## src/logic/core_cfg_pkg.sv

```systemverilog
package core_cfg_pkg;

    localparam int NB_DATA   = 32;
    localparam int NB_INSTR  = 32;
    localparam int N_REGS    = 32;
    localparam int NB_REG    = 5;     // log2 of N_REGS
    localparam int MEM_DEPTH = 256;   // data memory words
    localparam int NB_ADDR   = 8;

endpackage

```

## src/logic/isa_pkg.sv

```systemverilog
package isa_pkg;

    // major opcodes
    localparam logic [5:0] OPC_RTYPE = 6'h00;
    localparam logic [5:0] OPC_ADDI  = 6'h08;
    localparam logic [5:0] OPC_LB    = 6'h20;
    localparam logic [5:0] OPC_LH    = 6'h21;
    localparam logic [5:0] OPC_LW    = 6'h23;
    localparam logic [5:0] OPC_LBU   = 6'h24;
    localparam logic [5:0] OPC_LHU   = 6'h25;
    localparam logic [5:0] OPC_SB    = 6'h28;
    localparam logic [5:0] OPC_SH    = 6'h29;
    localparam logic [5:0] OPC_SW    = 6'h2b;

    // funct field of r-type
    localparam logic [5:0] FN_ADD = 6'h20;
    localparam logic [5:0] FN_SUB = 6'h22;
    localparam logic [5:0] FN_AND = 6'h24;
    localparam logic [5:0] FN_OR  = 6'h25;
    localparam logic [5:0] FN_SLT = 6'h2a;

    localparam logic [1:0] WIDTH_BYTE = 2'b00;
    localparam logic [1:0] WIDTH_HALF = 2'b01;
    localparam logic [1:0] WIDTH_WORD = 2'b10;   // 2'b11 is unused

    localparam logic [2:0] ALU_ADD = 3'd0;
    localparam logic [2:0] ALU_SUB = 3'd1;
    localparam logic [2:0] ALU_AND = 3'd2;
    localparam logic [2:0] ALU_OR  = 3'd3;
    localparam logic [2:0] ALU_SLT = 3'd4;

    // instruction field positions
    localparam int OPC_MSB = 31;
    localparam int OPC_LSB = 26;
    localparam int RS_MSB  = 25;
    localparam int RS_LSB  = 21;
    localparam int RT_MSB  = 20;
    localparam int RT_LSB  = 16;
    localparam int RD_MSB  = 15;
    localparam int RD_LSB  = 11;
    localparam int FN_MSB  = 5;
    localparam int FN_LSB  = 0;
    localparam int IMM_MSB = 15;
    localparam int IMM_LSB = 0;
    localparam int NB_IMM  = IMM_MSB - IMM_LSB + 1;

endpackage
```

## src/logic/instr_execute.sv

```systemverilog
module instr_execute (
    input  logic                             clk,
    input  logic                             i_rst_n,
    input  logic                             i_halt,
    input  logic                             i_valid,
    input  logic [2:0]                       i_alu_op,
    input  logic                             i_use_imm,
    input  logic [isa_pkg::NB_IMM-1:0]       i_imm,
    input  logic [core_cfg_pkg::NB_DATA-1:0] i_rs_val,
    input  logic [core_cfg_pkg::NB_DATA-1:0] i_rt_val,
    input  logic [core_cfg_pkg::NB_REG-1:0]  i_dst,
    input  logic                             i_reg_write,
    input  logic                             i_mem_read,
    input  logic                             i_mem_write,
    input  logic [1:0]                       i_width,
    input  logic                             i_sign,
    output logic                             o_valid,
    output logic [core_cfg_pkg::NB_DATA-1:0] o_result,
    output logic [core_cfg_pkg::NB_DATA-1:0] o_store_data,
    output logic [core_cfg_pkg::NB_REG-1:0]  o_dst,
    output logic                             o_reg_write,
    output logic                             o_mem_read,
    output logic                             o_mem_write,
    output logic [1:0]                       o_width,
    output logic                             o_sign
);

    logic [core_cfg_pkg::NB_DATA-1:0] op_b;
    logic [core_cfg_pkg::NB_DATA-1:0] alu_out;

    assign op_b = i_use_imm ?
        {{(core_cfg_pkg::NB_DATA-isa_pkg::NB_IMM){i_imm[isa_pkg::NB_IMM-1]}}, i_imm} :
        i_rt_val;

    always_comb begin
        case (i_alu_op)
            isa_pkg::ALU_ADD: alu_out = i_rs_val + op_b;
            isa_pkg::ALU_SUB: alu_out = i_rs_val - op_b;
            isa_pkg::ALU_AND: alu_out = i_rs_val & op_b;
            isa_pkg::ALU_OR:  alu_out = i_rs_val | op_b;
            isa_pkg::ALU_SLT: alu_out = {{(core_cfg_pkg::NB_DATA-1){1'b0}},
                                         $signed(i_rs_val) < $signed(op_b)};
            default:          alu_out = '0;
        endcase
    end

    always_ff @(posedge clk or negedge i_rst_n) begin
        if (!i_rst_n) begin
            o_valid     <= 1'b0;
            o_reg_write <= 1'b0;
            o_mem_write <= 1'b0;
        end else if (!i_halt) begin
            o_valid     <= i_valid;
            o_reg_write <= i_reg_write;
            o_mem_write <= i_mem_write;
        end
    end

    always_ff @(posedge clk) begin
        if (!i_halt) begin
            o_result     <= alu_out;   // also the memory address
            o_store_data <= i_rt_val;
            o_dst        <= i_dst;
            o_mem_read   <= i_mem_read;
            o_width      <= i_width;
            o_sign       <= i_sign;
        end
    end

endmodule

```

## config.mk

```make
export PLATFORM = sky130hd
export DESIGN_NAME = instr_execute
export DESIGN_NICKNAME = d
export VERILOG_FILES = /design/src/logic/core_cfg_pkg.sv /design/src/logic/isa_pkg.sv /design/src/logic/instr_execute.sv
export SDC_FILE = /design/constraint.sdc
export NUM_CORES = 1
export LEC_CHECK = 0
export ABC_CLOCK_PERIOD_IN_PS = 800
export BUFFER_PORTS_ARGS = -buffer_cell sky130_fd_sc_hd__clkbuf_2
export CORE_ASPECT_RATIO = 1.25
export CORE_MARGIN = 10
export CORE_UTILIZATION = 51
export DETAILED_ROUTE_END_ITERATION = 8
export PLACE_DENSITY = 0.83
export RECOVER_POWER = 50
export SYNTH_ARGS = -nofsm -noshare
export SYNTH_HDL_FRONTEND = slang
export SYNTH_SLANG_ARGS = --single-unit
export TNS_END_PERCENT = 1
```

## constraint.sdc

```tcl
create_clock -name clk -period 0.8 [get_ports clk]
set_input_delay 0.04 -clock clk [delete_from_list [all_inputs] [get_ports clk]]
set_output_delay 0.04 -clock clk [all_outputs]
set_load 0.02 [all_outputs]
```

== After elaboration in Yosys (flattened, before gate mapping) ==
Index checks and enable logic that the tools add are counted.

* Add/subtract/negate cells: 2
* $lt $le $gt $ge: 1
* Equal/unequal tests: 4
* Mux-type cells: 2
* Bitwise gates (word level): 2
* Reduce and logical (&&, ||, !) cells: 1

{| class="wikitable"
|+ Operator list
! cell !! count
|-
| $pmux W32 S5 || 1
|-
| $add A32 B32 Y32 || 1
|-
| $and A32 B32 Y32 || 1
|-
| $lt A32 B32 Y1 || 1
|-
| $mux W32 || 1
|-
| $or A32 B32 Y32 || 1
|-
| $sub A32 B32 Y32 || 1
|-
| $eq A3 B2 Y1 const B || 2
|-
| $eq A3 B1 Y1 const B || 1
|-
| $eq A3 B3 Y1 const B || 1
|-
| $logic_not A3 Y1 || 1
|}

* Register bits after elaboration: 76
* Input bits: 99
* Word-level logic and storage cells: 21

== Longest topological paths before layout ==
Gate-level depths: netlist of run 1.

* Word-level depth: 3
* Depth in mapped cells: 16

== Worst setup path after synthesis of run 1 ==
No wires, ideal clock.

* Kind: input -> register
* From: input i_use_imm
* To: register o_result[26] in the netlist's numbering, data pin
* Arrival time: 3444 ps
* Slack: -2907 ps
* Stages on the path: 14
* Path buffers: 2
* Cell sequence: clkbuf_1 > clkbuf_1 > mux2i_1 > inv_1 > fa_1 > o21ba_1 > or4_4 > nand4_4 > a211oi_4 > o31ai_4 > a41oi_2 > xnor2_1 > a221oi_2 > o21ai_1

* Longest elaborated chain between the ends: 3

{| class="wikitable"
|+ Ends and longest elaborated chain
! what !! RTL line !! text
|-
| start: declaration || instr_execute.sv:7 || <nowiki>input logic i_use_imm,</nowiki>
|-
| $mux W32 (*) || instr_execute.sv:31 || <nowiki>assign op_b = i_use_imm ?</nowiki>
|-
| $sub A32 B32 Y32 (tied with other cells) || instr_execute.sv:38 || <nowiki>isa_pkg::ALU_SUB: alu_out = i_rs_val - op_b;</nowiki>
|-
| $pmux W32 S5 (*) || instr_execute.sv:36 || <nowiki>case (i_alu_op)</nowiki>
|-
| named net alu_out, one bit || instr_execute.sv:29 || <nowiki>logic [core_cfg_pkg::NB_DATA-1:0] alu_out;</nowiki>
|-
| end signal: assignment || instr_execute.sv:61 || <nowiki>o_result <= alu_out;</nowiki>
|-
| end: declaration || instr_execute.sv:18 || <nowiki>output logic [core_cfg_pkg::NB_DATA-1:0] o_result,</nowiki>
|}

The timed path passes the listed nets; every way through them passes the cells marked *.
A chain may end at the register's enable or synchronous reset.

== Worst setup path in the final report of run 1 ==
* From: input i_use_imm
* To: register o_result[21] in the netlist's numbering, data pin

The elaborated chain is that of the path after synthesis.

==> results of run 1 <==
-- where the power goes --
group	internal, mW	switching, mW	leakage, nW	total [mW]
clock network	2.72	1.81	0.153	4.53
registers	4.82	0.113	0.745	4.94
logic	3.95	4.63	4.79	8.58
total	11.5	6.55	5.69	18.0
-- metal layers --
layer | wire [um] | vias up | share of wire
li1 | - | 4063 | -
met1 | 11100 | 4074 | 0.37
met2 | 15300 | 416 | 0.51
met3 | 2240 | 122 | 0.075
met4 | 1450 | 2 | 0.048
met5 | 11 | - | 0.00037
-- kinds of logic (layout without fill, tap and decap cells) --
group,count (synthesis),in the layout,share of synthesized area
multiplexers,23,23,0.0309
AO/OA/AOI/OAI,288,288,0.253
AND/OR/NAND/NOR,203,203,0.128
flip-flops,76,76,0.299
buffers and inverters,143,621,0.0755
XOR/XNOR,28,28,0.0324
adder cells (fa/ha/maj),108,108,0.180
-- worst max-delay path, cell delays in order --
cell      delay [ps]
clkbuf_8         140
buf_6            160
mux2i_4          200
ha_2             390
buf_4            160
nand2b_1          60
o311a_1          160
o211a_1          300
o211ai_1         230
buf_4            190
a21oi_1           80
o21a_1           170
o31a_1           270
xnor2_1          230
o221ai_1         160
-- through the flow --
stage / setup WS (ps) / area (um^2) / TNS [ps] / utilization / hold WS, ps
4_1_cts: -2080 / 11700 / -64900 / 0.806 / 1.18
6_report: -2060 / 11900 / -65740 / 0.822 / 14.3
3_5_place_dp: -2580 / 10700 / -71030 / 0.741 / -161
2_1_floorplan: -2120 / 7680 / -135410 / - / -256
3_3_place_gp: -2460 / 10700 / -67730 / 0.741 / -163
5_1_grt: -2210 / 11900 / -70750 / 0.822 / 33.5
-- cell type report --
cell class	count	area, um^2	share of cell area
multi-input combinational	650	5180	0.435
timing repair buffer	503	3520	0.296
sequential	76	2270	0.191
inverter	102	385	0.0324
clock buffer	9	225	0.0189
tap	178	223	0.0187
clock inverter	7	90.1	0.00758
-- cells in the mapped netlist (all sizes together) (3+ instances only) --
cell type | n | area [um^2]
o21a | 6 | 45.0
nor4 | 4 | 40.0
o21ai | 56 | 280
or2 | 4 | 25.0
nand2b | 10 | 62.6
a221oi | 4 | 65.1
a22oi | 4 | 30.0
dfrtp | 3 | 75.1
o22ai | 3 | 18.8
a31oi | 3 | 18.8
mux2 | 3 | 33.8
o21bai | 10 | 75.1
mux2i | 20 | 200
a21o | 13 | 97.6
nor2b | 8 | 50.1
o31ai | 14 | 134
nand2 | 45 | 169
buf | 14 | 83.8
xnor2 | 23 | 201
o211ai | 10 | 75.1
ha | 106 | 1330
o311ai | 5 | 43.8
edfxtp | 73 | 2190
nand4 | 9 | 71.3
clkinv | 3 | 11.3
inv | 99 | 374
nor3 | 15 | 80.1
o221ai | 14 | 123
a21oi | 103 | 531
a211oi | 19 | 155
nand3 | 14 | 70.1
clkbuf | 27 | 103
nor2 | 81 | 307
xor2 | 5 | 43.8
-- placed cells by master (no fill, tap or decap), types with 41 or more instances in the layout --
master,synthesis,routed
a21oi_1,99,84
buf_2,10,62
buf_4,3,276
clkbuf_2,1,108
dlygate4sd3_1,0,45
edfxtp_1,73,73
ha_1,106,96
inv_1,97,94
nand2_1,45,45
nor2_1,80,78
o21ai_0,50,41
-- sequential cells by signal, summed over array words and instances (netlist names) --
signal        flops
o_result         32
o_mem_read        1
o_valid           1
o_sign            1
o_width           2
o_mem_write       1
o_dst             5
o_reg_write       1
o_store_data     32
-- what timing repair did --
| item | CTS | global route |
|---|---|---|
| buffers inserted | 0 | 4 |
| endpoints found under the setup margin | 108 | 108 |
| gates resized for setup | 39 | 114 |
| pin swaps | 24 | 20 |
| hold buffers | 45 | 0 |
| hold endpoints to repair | 47 | 0 |
-- final timing paths --
check                                 start      endpoint  slack (ps)  depth (start not counted)
worst max-delay path              i_use_imm  o_result[21]       -2060                         15
min in group clk                     i_halt       o_valid          90                          3
worst min-delay path                i_rst_n   o_mem_write          10                          2
max in group asynchronous           i_rst_n       o_valid         630                          2
worst min register to register  o_reg_write   o_reg_write         500                          1
worst max register to register      o_valid       o_valid          60                          1
==> metrics, run 1 <==
setup ws final -2060 ps; failing checks setup timing; P&R area growth vs syn 56.9%; routed wire length 30100 um; largest net degree at the start of global routing 39; drt wl/cell 19.7 um; mapped cell area 7580 um^2; Slew Limit Fails 0; number of synthesized register bits 76; EDFF count, synth 73; synth unique cells 79; H-tree lvl count 3; Pwr Total 18.0 mW; Post-layout nets 1549; CTS sink count 76; Post-Layout Cell Count 1525; ant diodes 0; Reg clk slew, reported paths 60 ps; Core Region 14500 um^2; clk buf depth 2; measured slew at the worst slew-check pin 561 ps; worst-path fanout max 5; Mean Syn Cell Area 8.72 um^2; CP required 890 ps; router iterations before antenna repair 5; clk_lat worst skew 360 ps; gr usage total 0.281; maximum vdd drop 905 uV; CTS tree built; row count 49; max_cap viols 0; GPL Wtd Cong 0.990; max_slew headroom 0.626; number of port buffers 174; number of fill cells 880; met3 usage 0.0544; RSZ-0062 raised after global routing true; clock skew 0 ps; post-synthesis sequential area ratio 0.299; TritonCTS buffer count 9; Initial Util 0.524; initial antenna violation count 1; Hold Path Class in -> async; layout cells sized above 1 0.423; Placed Cells 1460; Final Hold Viols 0; count of final setup violators 108; M1 GR Usage 0.307; vias in the first global route 8861; Pleak 5.69 nW; grt peak-use layer met2; Root Buffer clkbuf_16; max frequency 349 MHz; CP Capture Type flop; via/cell ratio 5.69; Cell Pwr Density 1520 nW/um^2; Synth warnings 0; Worst setup SP type input pin; GRT overflow 0; Mapped Nets 1076; Setup CP Type in -> reg; hpwl dp 22600 um; Die Area 20200 um^2; GRT met2 Usage 0.504; first-pass GRT wire length 45200 um; DRC violations left 0; Tmin final 2860 ps; status complete, but fails checks; Post-Syn Instances 869; ys async rst share 0.0395; Arr. time, crit path 2950 ps; ANT nets after route 0; Die H 156 um; DRT iter0 DRCs 727; die width 129 um; vias 8677; fin crit share 3.58; I/O pin count 175; ys flop type edfxtp_1
(Power assumes the default switching activity.)
==> run 2, diff against run 1 <==
--- a/config.mk
+++ b/config.mk
@@ -10,7 +10,7 @@
 export CORE_ASPECT_RATIO = 1.25
 export CORE_MARGIN = 10
-export CORE_UTILIZATION = 51
+export CORE_UTILIZATION = 30
 export DETAILED_ROUTE_END_ITERATION = 8
-export PLACE_DENSITY = 0.83
+export PLACE_DENSITY = 0.55
 export RECOVER_POWER = 50
 export SYNTH_ARGS = -nofsm -noshare
==> constraint.sdc (replaced) <==
create_clock -name clk -period 0.8 [get_ports clk]
set_input_delay 0.04 -clock clk [delete_from_list [all_inputs] [get_ports clk]]
set_output_delay 0.04 -clock clk [all_outputs]
set_load 0.01 [all_outputs]
==> run 2 against run 1 <==
  * The run still ends with setup timing left
  * Global-route usage decreased by 10 points
  * Flip-flop and latch count did not move
  * Critical path depth unchanged
  * Largest cell class unchanged
  * Largest power group unchanged
==> metrics, run 2 (synthesis gave the netlist of run 1 again) <==
status complete, but fails checks; failing checks setup timing; P&R area growth vs syn 64.9%; via/cell ratio 4.93 (-13%); max_slew headroom 0.610 (-0.0163); hpwl dp 24000 um (+6.1%); TritonCTS buffer count 9 (unchanged); count of final setup violators 108 (unchanged); vias in the first global route 8669 (-2.2%); max frequency 363 MHz (+4.0%); Core Region 24700 um^2 (+70%); largest net degree at the start of global routing 31 (-21%); hold_sp i_halt; drt wl/cell 17.5 um (-11%); Pleak 5.85 nW (+2.9%); largest registers o_result (32), o_store_data (32), o_dst (5); setup ws final -1950 ps (+111 ps); layout cells sized above 1 0.456 (+0.0327); clock skew 0 ps (unchanged); CP Capture Type flop; CP required 920 ps (+30 ps); routed wire length 29800 um (-0.77%); crit path max-delay cell type ha_2; CTS tree built; die width 162 um (+26%); clock power share 0.233 (-0.018); Cell Pwr Density 1400 nW/um^2 (-7.6%); Reg power frac 0.282 (+0.009); most frequent cells in the layout 295 x buf_4, 170 x clkbuf_2, 93 x inv_1; GRT overflow 0 (unchanged); Reg clk slew, reported paths 60 ps (about the same); clk buf depth 2 (unchanged); top layer reached by signal wires met4; Fin Setup TNS -60880 ps (+4860 ps); combinational share of power 0.485 (+0.010); clk_lat worst skew 360 ps (about the same); ANT nets after route 0 (unchanged); max_cap viols 0 (unchanged); Initial Util 0.307 (-0.216); Worst setup SP type input pin; fin crit share 3.44 (-0.139); DRT iter0 DRCs 517 (-29%); WL met2 15300 um (-0.18%); Internal Power 11.1 mW (-3.3%); DRC violations left 0 (unchanged); number of port buffers 174 (unchanged); critical path cell sequence clkbuf_16 -> buf_12 -> buf_6 -> mux2i_4 -> ha_2 -> buf_4 -> nand2_1 -> o21a_1 -> o221ai_1 -> a21o_1 -> a31oi_4 -> a22o_1 -> a211oi_1 -> o41ai_2 -> a31o_1; Arr. time, crit path 2870 ps (-80 ps); Routed met3 length 1850 um (-17%); router iterations before antenna repair 7 (+2); Post-Layout Cell Count 1702 (+12%); H-tree lvl count 3 (unchanged); Crit path largest cell delay 410 ps (+20 ps); Metal-1 WL 11800 um (+7.1%); pre-CTS setup slack -2920 ps (-342 ps); Root Buffer clkbuf_16; I/O pin count 175 (unchanged); Setup CP Type in -> reg; CTS sink count 76 (unchanged); Slew Limit Fails 0 (unchanged); vias 8389 (-3.3%); Hold Path Class in -> reg; Placed Cells 1625 (+11%); post-layout util 0.507 (-0.315); worst-path fanout max 6 (+1); GPL Wtd Cong 0.949 (-4.1%); measured slew at the worst slew-check pin 586 ps (+24.4 ps); first-pass GRT wire length 46100 um (+1.9%); Tmin final 2750 ps (-111 ps); commonest non-fill, non-tap cell in the layout buf_4; crit path from i_use_imm; maximum vdd drop 1080 uV (+19%); initial antenna violation count 1 (unchanged); Die H 198 um (+26%); gr usage total 0.182 (-0.0997); Die Area 32000 um^2 (+59%); Post-layout nets 1573 (+1.5%); row count 64 (+31%); Final Hold Viols 0 (unchanged); RSZ-0062 raised after global routing true; Sw Pwr 6.41 mW (-2.1%); FF-to-FF Start o_reg_write; Net Sw Frac 0.366 (+0.00282)
[run 2: worst paths after layout]
| check | end | depth (start not counted) | slack [ps] |
|---|---|---|---|
| max | o_result[27] | 15 | -1950 |
| min | o_valid | 3 | 120 |
| max reg2reg | o_reg_write | 1 | 30 |
| min reg2reg | o_valid | 1 | 520 |
| max in group asynchronous | o_reg_write | 3 | 70 |
| min in group asynchronous | o_valid | 3 | 570 |
[run 2: power by group through the flow]
stage	clock [mW]	combinational (mW)	sequential [mW]
detailed placement	0	7.50	5.03
finish	4.09	8.50	4.94
floorplan	0	3.61	5.23
global placement	0	7.47	5.01
global route	4.36	9.22	4.97
CTS	4.23	8.30	4.94
[run 2: worst max-delay path, delay by kind of cell]
family          cells  cell delay (ps)
compound gates      8             1600
buf+inv             4              580
fa+ha+maj           1              410
mux                 1              200
simple gates        1               40
[run 2: repair_timing]
item	CTS	global route
resized for setup	101	37
hold buffers	46	0
setup endpoints to repair	108	108
hold endpoints to repair	47	0
buffers inserted	9	5
pin swaps	38	15
[run 2: per-stage QoR]
stage | cell area (um^2) | power, mW | hold slack, ps
floorplan | 7680 | 8.83 | -256
global placement | 11000 | 12.5 | -162
detailed placement | 11000 | 12.5 | -158
CTS | 12300 | 17.5 | 70.8
global route | 12500 | 18.5 | 152
finish | 12500 | 17.5 | 117
[run 2: layout make-up]
cell class,count,area [um^2]
antenna,1,2.50
clock buffer,9,225
tap,330,413
sequential,76,2270
multi-input combinational,650,5420
fill,2416,12200
inverter,102,387
clock inverter,7,57.6
timing repair buffer,527,3720
[run 2: metal layers]
layer  global-route usage  up-vias
met5                    0        -
met4               0.0658        0
met3               0.0421       56
met2                0.333      268
met1                0.199     3939
li1                     -     4126
==> run 3, diff against run 2 <==
ABC_AREA = 1   (was default)
==> run 3 against run 2 <==
  * The run still ends with setup timing left
  * Maximum frequency grew 34%
  * Synthesized area grew 13%
  * Total power grew 9.2%
  * Via count grew 20%
  * Final cell count grew 26%
  * Routed wire length grew 25%
  * Flip-flop and latch count is the same
  * Clock skew is the same
  * Non-clock buffer count shrank 11
  * Register-to-register slack gained 170 ps
  * Critical endpoint is now o_result[20]
  * Largest cell class unchanged
==> metrics, run 3 <==
Placed Cells 2064 (+27%); setup ws final -1260 ps (+691 ps); Fin Setup TNS -43630 ps (+17250 ps); vias 10100 (+20%); Arr. time, crit path 2180 ps (-690 ps); count of final setup violators 108 (unchanged); number of synthesized register bits 76 (unchanged); Cell Pwr Density 1350 nW/um^2 (-4.0%); GRT overflow 0 (unchanged); critical path cell sequence clkbuf_16 -> buf_8 -> buf_8 -> o21ai_4 -> inv_2 -> ha_4 -> fa_2 -> inv_2 -> nand3_2 -> nand2_2 -> nand2_2 -> nand2_4 -> nand2_2 -> nand2_4 -> nand3_2 -> nand2_1 -> nand2_1 -> nand3_2 -> nand3_2; CP required 920 ps (about the same); CP Capture Type flop; XOR/XNOR Fraction of Synth Area 0.00102 (-0.0313); number of fill cells 2868 (+19%); layout cells sized above 1 0.437 (-0.0186); RSZ-0062 raised after global routing true; Synth area leaders edfxtp_1 26%, ha_1 15%, nand2_1 14%; hold_sp i_alu_op[2]; Worst setup SP type input pin; register area 2270 um^2 (unchanged); post-synthesis mux area share 0 (-0.0309); R2R depth 2 (+1); CTS sink count 76 (unchanged); gr usage total 0.204 (+0.0228); R2R Path End o_reg_write; Pleak 7.17 nW (+22%); Post-Layout Cell Count 2141 (+26%); Synth area leader edfxtp_1; Synth warnings 0 (unchanged); routed wire length 37200 um (+25%); largest net degree at the start of global routing 34 (+9.7%); DRT iter0 DRCs 385 (-26%); failing checks setup timing; clk_lat worst skew 360 ps (about the same); top layer reached by signal wires met4; hpwl dp 30800 um (+29%); most used cell, CP nand3_2; H-tree lvl count 3 (unchanged); Root Buffer clkbuf_16; measured slew at the worst slew-check pin 547 ps (-38.8 ps); crit path max-delay cell type fa_2; GPL Wtd Cong 0.960 (+1.1%); TritonCTS buffer count 9 (unchanged); I/O pin count 175 (unchanged); die width 171 um (+5.5%); count leader, synth nand2_1; clk buf depth 2 (unchanged); critical path's top delay family simple AND/OR/NAND/NOR gates; Reg clk slew, reported paths 70 ps (about the same); Post-layout nets 1988 (+26%); ANT nets after route 0 (unchanged); router iterations before antenna repair 5 (-2); Crit path largest cell delay 360 ps (-50 ps); Core Region 28300 um^2 (+15%); post-layout util 0.502 (-0.00466); Post-Syn Instances 1286 (+48%); Hold Path End o_result[0]; top cell type's share of synthesized area 0.256 (-0.0332); Initial Util 0.302 (-0.00495); Metal-1 WL 13800 um (+16%); Die H 209 um (+5.6%); Reg2Reg Setup Slack 200 ps (+170 ps); drt wl/cell 17.4 um (-0.89%); initial antenna violation count 0 (-1); first-pass GRT wire length 56300 um (+22%); Hold Path Class in -> reg; Die Area 35700 um^2 (+11%); Finished Cell Area 14200 um^2 (+14%); max frequency 485 MHz (+34%); ys flop type edfxtp_1; FF-to-FF Start o_reg_write; ys async rst share 0.0395 (unchanged); post-synthesis simple-gate area fraction 0.324 (+0.195); mapped cell area 8560 um^2 (+13%); number of port buffers 174 (unchanged); P&R area growth vs syn 66.1%; Mean Syn Cell Area 6.65 um^2 (-24%); most frequent cells in the layout 281 x nand2_1, 272 x buf_4, 196 x inv_1; worst hold path depth 4 (+1); Routed met3 length 1330 um (-28%); status complete, but fails checks; post-synthesis sequential area ratio 0.265 (-0.0343); CP bufs+invs 5 (+1); vias in the first global route 10500 (+21%); Setup CP Type in -> reg; commonest non-fill, non-tap cell in the layout nand2_1; WHS 149 ps (+31.9 ps); Synth top cells by count 328 x nand2_1, 206 x inv_1, 128 x nand3_1, 118 x nor2_1, 106 x ha_1; synth unique cells 42 (-47%); adder-cell share of the synthesized area 0.160 (-0.0207); clock skew 0 ps (unchanged); Synth Area in Compound Gates 0.131 (-0.122); Slew Limit Fails 0 (unchanged); Final Hold Viols 0 (unchanged); fin crit share 2.58 (-0.864); row count 69 (+7.8%); Mapped Nets 1493 (+39%); WL met2 20200 um (+32%); largest registers o_result (32), o_store_data (32), o_dst (5); via/cell ratio 4.72 (-4.3%); maximum vdd drop 1020 uV (-5.8%); post-place instance area 12100 um^2 (+10%); max_slew headroom 0.635 (+0.0259); CTS tree built; DRC violations left 0 (unchanged); Tmin final 2060 ps (-691 ps); area occupied by multi-input gates 6550 um^2 (+21%); ant diodes 0 (-1); main combinational cell family by area after synthesis simple AND/OR/NAND/NOR gates; worst-path fanout max 4 (-2); EDFF count, synth 73 (unchanged); max_cap viols 0 (unchanged)
[run 3: layout make-up]
type / count / area share
clock inverter: 5 / 0.00422
sequential: 76 / 0.159
multi-input combinational: 948 / 0.461
clock buffer: 11 / 0.0171
inverter: 230 / 0.0624
tap: 355 / 0.0312
timing repair buffer: 516 / 0.265
[run 3: stage by stage]
stage	power (mW)	worst slack, ps
after detailed placement	13.3	-1940
after global placement	13.3	-1910
after floorplan	9.11	-1180
final	19.1	-1260
after global routing	20.3	-1350
after CTS	18.9	-1210
[run 3: cells by family (layout without fill, tap and decap cells)]
logic type | Yosys count | in the layout
AO/OA/AOI/OAI | 195 | 195
XOR/XNOR | 1 | 1
adder cells (fa/ha/maj) | 108 | 108
buffers and inverters | 262 | 762
flip-flops | 76 | 76
AND/OR/NAND/NOR | 644 | 644
[run 3: what timing repair did]
item	in CTS	in global routing
gates cloned	0	1
endpoints found under the setup margin	108	108
gates resized for setup	175	110
pin swaps	31	37
endpoints found under the hold margin	46	0
hold buffers	46	0
buffers inserted	10	4
[run 3: tightest hold or removal path, delay by kind of cell]
kind	cells	cell delay (ps)
simple gates	1	60
compound gates	1	110
buf+inv	2	200
[run 3: worst max-delay path by stage]
stage                              end      start  cells after the start
after floorplan           o_result[20]  i_use_imm                     18
after global routing      o_result[22]  i_use_imm                     19
after global placement    o_result[21]  i_use_imm                     13
after detailed placement  o_result[17]  i_use_imm                     15
final                     o_result[20]  i_use_imm                     19
after CTS                 o_result[14]  i_use_imm                     16
[run 3: routing by layer]
metal  vias to the layer above  global-route usage
li1                       5147                   -
met5                         -                   0
met2                       217               0.397
met4                         0              0.0979
met3                        75              0.0277
met1                      4658               0.206
[run 3: power breakdown]
part           switching [mW]  internal [mW]  leakage (nW)  total (mW)
registers               0.110           4.81         0.746        4.92
logic                    5.38           4.39          6.27        9.77
clock network            1.92           2.52         0.147        4.44
total                    7.41           11.7          7.17        19.1
